### config.mk
export PLATFORM = sky130hd
export DESIGN_NAME = l2_cache_ctrl
export DESIGN_NICKNAME = d
export VERILOG_FILES = /design/src/l2_cache_pkg.sv /design/src/l2_cache_ctrl.sv
export SDC_FILE = /design/constraint.sdc
export NUM_CORES = 1
export LEC_CHECK = 0
export BUFFER_PORTS_ARGS = -buffer_cell sky130_fd_sc_hd__buf_4
export CORE_AREA = 3 3 644 646
export DETAILED_ROUTE_END_ITERATION = 12
export DIE_AREA = 0 0 647 649
export PLACE_DENSITY = 0.3
export SKIP_CTS_REPAIR_TIMING = 1
export SYNTH_ARGS = -nofsm -noshare
export SYNTH_HDL_FRONTEND = slang
export SYNTH_SLANG_ARGS = --single-unit
export TNS_END_PERCENT = 20
### constraint.sdc
create_clock -name clk_tmp -period 7.4 [get_ports clk_tmp]
set_clock_uncertainty 0.05 [all_clocks]
set_input_delay 1.85 -clock clk_tmp [delete_from_list [all_inputs] [get_ports clk_tmp]]
set_output_delay 1.85 -clock clk_tmp [all_outputs]
set_load 0.01 [all_outputs]
### src/l2_cache_pkg.sv
/*
 Shared sizes, address fields and enums for the four-way L2 cache.
 Every design module imports what it needs from here.
*/
package l2_cache_pkg;

    localparam int ADDR_W = 32;            // byte address
    localparam int WORD_W = 128;           // requester word
    localparam int LINE_W = 512;           // one cache line
    localparam int WORDS_PER_LINE = LINE_W / WORD_W;

    localparam int OFFSET_LO = 4;          // 16-byte words
    localparam int OFFSET_W = $clog2(WORDS_PER_LINE);
    localparam int INDEX_LO = OFFSET_LO + OFFSET_W;
    localparam int INDEX_W = 4;
    localparam int NUM_SETS = 1 << INDEX_W;
    localparam int TAG_W = ADDR_W - INDEX_LO - INDEX_W;

    localparam int NUM_WAYS = 4;
    localparam int LINE_ADDR_W = ADDR_W - INDEX_LO;  // memory side addresses whole lines

    typedef logic [$clog2(NUM_WAYS)-1:0] way_t;

    // controller states
    typedef enum logic [2:0] {
        ST_IDLE,
        ST_LOOKUP,
        ST_RESP,
        ST_WB_REQ,       // dirty victim goes out first
        ST_FILL_REQ,
        ST_FILL_WAIT
    } l2_state_e;

    typedef enum logic {
        MEM_READ  = 1'b0,
        MEM_WRITE = 1'b1
    } mem_op_e;

endpackage

### src/l2_cache_ctrl.sv
/*
 L2 cache controller: captures one request, looks it up, handles write-back and refill.
 Drives the tag directory and data store strobes and both external handshakes.
*/
module l2_cache_ctrl (
    input  logic                                    clk_tmp,
    input  logic                                    rst,
    input  logic                                    req_valid,
    input  logic                                    req_write,
    input  logic [l2_cache_pkg::ADDR_W-1:0]         req_addr,
    input  logic [l2_cache_pkg::WORD_W-1:0]         req_wdata,
    output logic                                    req_ready,
    output logic                                    rsp_valid,
    output logic [l2_cache_pkg::WORD_W-1:0]         rsp_rdata,
    input  logic                                    rsp_ready,
    output logic                                    mem_req_valid,
    output l2_cache_pkg::mem_op_e                   mem_op,
    output logic [l2_cache_pkg::LINE_ADDR_W-1:0]    mem_addr,
    output logic [l2_cache_pkg::LINE_W-1:0]         mem_wdata,
    input  logic                                    mem_req_ready,
    input  logic                                    mem_rsp_valid,
    output logic [l2_cache_pkg::INDEX_W-1:0]        index,
    output logic [l2_cache_pkg::TAG_W-1:0]          tag,
    output logic                                    tag_fill,
    output logic                                    touch,
    output logic                                    set_dirty,
    output l2_cache_pkg::way_t                      sel_way,
    input  logic                                    hit,
    input  l2_cache_pkg::way_t                      hit_way,
    input  l2_cache_pkg::way_t                      victim_way,
    input  logic                                    victim_dirty,
    input  logic [l2_cache_pkg::TAG_W-1:0]          victim_tag,
    output logic [l2_cache_pkg::OFFSET_W-1:0]       offset,
    output logic                                    word_we,
    output logic                                    line_we,
    output logic [l2_cache_pkg::WORD_W-1:0]         store_wdata,
    input  logic [l2_cache_pkg::WORD_W-1:0]         rd_word,
    input  logic [l2_cache_pkg::LINE_W-1:0]         rd_line
);
    import l2_cache_pkg::*;

    l2_state_e          state;
    logic               req_write_q;
    logic [ADDR_W-1:0]  req_addr_q;
    logic [WORD_W-1:0]  req_wdata_q;
    logic               accept;
    logic               lookup;
    logic               fill_done;

    assign accept = req_valid && req_ready;
    assign lookup = (state == ST_LOOKUP);
    assign fill_done = (state == ST_FILL_WAIT) && mem_rsp_valid;

    // address fields of the held request
    assign index = req_addr_q[INDEX_LO +: INDEX_W];
    assign tag = req_addr_q[ADDR_W-1 -: TAG_W];
    assign offset = req_addr_q[OFFSET_LO +: OFFSET_W];
    assign store_wdata = req_wdata_q;

    // victim way stays put for the whole miss, arrays only change at the fill edge
    assign sel_way = lookup ? hit_way : victim_way;
    assign touch = lookup && hit;
    assign word_we = touch && req_write_q;   // write hit merges at the lookup edge
    assign set_dirty = word_we;
    assign tag_fill = fill_done;
    assign line_we = fill_done;

    assign req_ready = (state == ST_IDLE);
    assign rsp_valid = (state == ST_RESP);

    assign mem_req_valid = (state == ST_WB_REQ) || (state == ST_FILL_REQ);
    assign mem_op = (state == ST_WB_REQ) ? MEM_WRITE : MEM_READ;
    assign mem_addr = (state == ST_WB_REQ) ? {victim_tag, index}
                                           : req_addr_q[ADDR_W-1:INDEX_LO];
    assign mem_wdata = rd_line;              // victim line while in ST_WB_REQ

    always_ff @(posedge clk_tmp) begin
        if (rst) begin
            state <= ST_IDLE;
        end else begin
            case (state)
                ST_IDLE: begin
                    if (accept) begin
                        state <= ST_LOOKUP;
                    end
                end
                ST_LOOKUP: begin
                    if (hit) begin
                        state <= ST_RESP;
                    end else if (victim_dirty) begin
                        state <= ST_WB_REQ;
                    end else begin
                        state <= ST_FILL_REQ;       // clean or empty victim, no writeback
                    end
                end
                ST_RESP: begin
                    if (rsp_ready) begin
                        state <= ST_IDLE;
                    end
                end
                ST_WB_REQ: begin
                    if (mem_req_ready) begin
                        state <= ST_FILL_REQ;
                    end
                end
                ST_FILL_REQ: begin
                    if (mem_req_ready) begin
                        state <= ST_FILL_WAIT;
                    end
                end
                ST_FILL_WAIT: begin
                    if (mem_rsp_valid) begin
                        state <= ST_LOOKUP;         // repeat lookup now hits
                    end
                end
                default: begin
                    state <= ST_IDLE;
                end
            endcase
        end
    end

    always_ff @(posedge clk_tmp) begin
        if (accept) begin
            req_write_q <= req_write;
            req_addr_q <= req_addr;
            req_wdata_q <= req_wdata;
        end
        if (touch) begin
            rsp_rdata <= rd_word;   // don't care for writes
        end
    end

endmodule

Yosys cells after proc, flatten, opt, wreduce, memory -nomap -nowiden
Index checks and enable logic that the tools add are counted.
{"block": "totals", "out_inout_bits": 833, "inputBits": 835, "reg_bits": 292}
{"block": "op_classes", "mux": 11, "reduce_logical": 7, "eq_ne": 10}
{"op": "$mux 26", "n": 1}
{"op": "$mux 3", "n": 7}
{"op": "$pmux 3 s6", "n": 1}
{"op": "$eq 3x2->1 const B", "n": 2}
{"op": "$eq 3x3->1 const B", "n": 2}
{"op": "$ne 2x2->1 const B", "n": 3}
{"op": "$reduce_and 5->1", "n": 1}
{"op": "$logic_and 1x1->1", "n": 4}
{"op": "$ne 2x1->1 const B", "n": 2}
{"op": "$eq 3x1->1 const B", "n": 1}
{"op": "$logic_not 3->1", "n": 1}
{"op": "$mux 2", "n": 1}
{"op": "$logic_or 1x1->1", "n": 1}
{"op": "$mux 1", "n": 1}

Longest topological paths before layout
{"block": "depth", "word_depth": 4, "depth_mapped": 5, "ltp_nobuf": 4}

Worst setup path after synthesis
Ideal clock, no wire load.
{"block": "synth_path", "kind": "input -> output", "start": "in hit", "end": "out touch", "path_slack_ps": 652, "cell_stages": 1, "required_time_ps": 5500, "arrival_time_ps": 4848, "n_path_buf": 0, "path_cell_list": "and2_1"}
{"block": "synth_between", "elab_chain_cells": 1}
{"item": "start: declaration", "line_no": "l2_cache_ctrl.sv:28", "rtl": "input logic hit,"}
{"item": "$logic_and 1x1->1", "line_no": "l2_cache_ctrl.sv:62", "rtl": "assign touch = lookup && hit;"}
{"item": "end: declaration", "line_no": "l2_cache_ctrl.sv:25", "rtl": "output logic touch,"}
No other way between the ends.

Worst setup path in the final report
{"block": "layout_path", "start": "reg state[0]", "end": "out mem_addr[13] (netlist name)"}
{"block": "layout_between", "elab_chain_cells": 2}
{"item": "start: declaration", "line_no": "l2_cache_ctrl.sv:42", "rtl": "l2_state_e state;"}
{"item": "start signal: assignment", "line_no": "l2_cache_ctrl.sv:79", "rtl": "state <= ST_IDLE;"}
{"item": "start signal: assignment", "line_no": "l2_cache_ctrl.sv:84", "rtl": "state <= ST_LOOKUP;"}
{"item": "start signal: assignment", "line_no": "l2_cache_ctrl.sv:89", "rtl": "state <= ST_RESP;"}
{"item": "$eq 3x2->1", "line_no": "l2_cache_ctrl.sv:73", "rtl": "assign mem_addr = (state == ST_WB_REQ) ? {victim_tag, index}"}
{"item": "$mux 26", "line_no": "l2_cache_ctrl.sv:73"}
{"item": "end: declaration", "line_no": "l2_cache_ctrl.sv:18", "rtl": "output logic [l2_cache_pkg::LINE_ADDR_W-1:0] mem_addr,"}
No other way between the ends.

==> impl_results.md <==
- Grt ovf: 0
- Critical path depth: 4
- Clk slew on worst S/H paths: 0.06 ns
- Crit-path slowest cell: mux2_1
- ANT nets after route: 0
- MaxCap Viol Count: 0
- DIE AREA: 420000 µm²
- RSZ-0062 raised after global routing: no
- Slowest stage delay, CP: 0.68 ns
- Buf/Inv on CP: 1
- Final setup viols: 0
- Final period demand of the worst path: 4.76 ns
- Layout area overhead: 69.4%
- CP arrival: 2.86 ns
- Max VDD drop: 0.000169 V
- Root buf cell: clkbuf_16
- Number of cell rows: 235
- Vias: 8110
- Worst-skew pair later-pin latency: 0.62 ns
- Die width: 647 µm
- NumNets Final: 1863
- Syn Nets: 1701
- Global-route wire length before repair: 228000 µm
- Synth Instances: 866
- CTS Sinks: 288
- Yosys top cell by area: edfxtp_1
- Final Instance Area: 22100 µm²
- Post-Route WL: 208000 µm
- Initial antenna violation count: 91
- CP startpoint kind: flip-flop
- Total GRT Usage: 9.48%
- Post-synth cell types: 26
- WP data required: 5.50 ns
- Ys async rst share: 0%
- EDFF count, synth: 285
- Routed vias/inst: 1.24
- Mapped Area: 13000 µm²
- Synth Flop Type: edfxtp_1
- Pleak: 6.59 nW
- Top-count cell post-synth: buf_4
- Syn avg cell area: 15.0 µm²
- Power density over the cells: 229 nW/µm²
- Post-synth top area share: 65.7%
- Share of layout cells above drive strength 1: 67.4%
- Crit Path Category: reg2out
- Fmax: 210 MHz
- Run status: completed
- Largest net degree at the start of global routing: 70
- Final setup TNS: 0 ns
- Die extent in y: 649 µm
- Port bufs: 639
- Slew HR: 24.6%
- Post-synthesis sequential area ratio: 66.1%
- DP HPWL: 193000 µm
- Number of cells on the worst reg-to-reg path: 5
- Wirelength per Cell: 31.8 µm
- Worst min-delay path class: reg2reg
- Period utilization: 64.3%
- Yosys reg bits: 288
- I/O pins: 1668
- GPL Wtd Cong: 0.794
- Commonest cells in the netlist: buf_4, edfxtp_1, mux2_1
- Worst slew pin tran: 1.13 ns
- Placed Area: 20800 µm²
- Final Hold Fails: 0
- Critical Path Fanout Max: 24
- Drt pass-1 iters: 4
- Slew Limit Fails: 0
- CTS tree: yes
- Critical-path cell list: and2b_2 -> nand2_2 -> mux2_1 -> buf_4
- # DRC: 0
- Starting Density: 3.18%
- Hold path depth: 2
- Top cells by area, synth: edfxtp_1, buf_4, mux2_1, dfxtp_1, buf_6
- Number of DRC markers in iteration 0: 440
- Number of global-route vias before repair: 8474
- Critical path capture point type: output pin
- Clock Path Buffers: 3
- # H-tree levels: 2
- Inserted Clock Buffers: 38
- Number of synthesis warnings: 0
- CORE AREA: 410000 µm²
- Kind of cell adding the most delay to the critical path: simple AND/OR/NAND/NOR gates
placed cells by master, fill, tap and decap left out, types with 2 or more instances in the layout:
cell,instances
buf_4,644
edfxtp_1,285
clkbuf_16,38
mux2_1,24
diode_2,21
clkbuf_1,6
inv_6,4
clkinv_4,4
inv_1,3
nand2b_1,3
clkinvlp_4,3
bufinv_16,3
clkinv_2,3
dfxtp_1,3
nor2b_1,2
nor3_1,2
and2_4,2
nor2_1,2
mux2i_1,2
o211ai_1,2
clkinv_8,2
area by class of cell:
class | instances | area [µm²]
clock inverter | 21 | 264
fill | 48000 | 388000
clock buffer | 45 | 987
sequential | 288 | 8620
timing repair buffer | 644 | 4830
inverter | 3 | 11.3
tap | 5451 | 6820
multi-input combinational | 53 | 483
antenna | 21 | 52.6
registers in the layout, summed over array words and instances, names as in the netlist:
| name | cells |
|---|---|
| req_addr_q | 28 |
| req_write_q | 1 |
| rsp_rdata | 128 |
| store_wdata | 128 |
| state | 3 |
routing by layer:
layer | track usage (%) | vias up | wire length [µm]
met4 | 3.66 | 28 | 9750
met1 | 4.10 | 3604 | 30600
met3 | 10.9 | 332 | 52400
met5 | 0.0343 | - | 192
li1 | - | 2812 | -
met2 | 18.7 | 1334 | 115000
worst reg2reg max path, cell delays in order, from the launching register on:
cell and delay (ns):
dfxtp_1 0.52, and2b_2 0.25, nor2b_1 0.47, and2_4 0.24, buf_4 0.71, buf_4 1.00
where the power goes:
part / leakage [nW] / total [mW] / internal (mW) / switching (mW)
registers: 2.69 / 2.14 / 2.04 / 0.104
clock network: 0.599 / 1.97 / 1.08 / 0.893
logic: 3.30 / 0.944 / 0.361 / 0.583
per-stage QoR:
stage | worst slack, ns | hold slack [ns] | total power, mW | utilization (%) | cells
5_1_grt | 2.41 | 0.555 | 5.33 | 5.38 | 6505
3_3_place_gp | 2.87 | 0.538 | 3.22 | 5.07 | 6439
3_5_place_dp | 2.88 | 0.515 | 3.22 | 5.07 | 6439
4_1_cts | 2.40 | 0.532 | 5.31 | 5.38 | 6505
2_1_floorplan | 0.652 | 0.461 | 2.67 | - | 866
6_report | 2.64 | 0.528 | 5.06 | 5.39 | 6526
final timing paths:
path / from / to / slack, ns
setup reg to reg: state[0] / rsp_rdata[88] / 3.74
setup / recovery: state[0] / mem_addr[13] / 2.64
hold / removal: state[2] / state[2] / 0.53
hold reg to reg: state[2] / state[2] / 0.53
kinds of logic after synthesis:
family	after synthesis	synth area share (%)
AO/OA/AOI/OAI	8	0.470
buffers and inverters	525	30.2
flip-flops	288	66.1
multiplexers	26	2.23
AND/OR/NAND/NOR	19	0.951
Power figures use the tool's default switching activity.
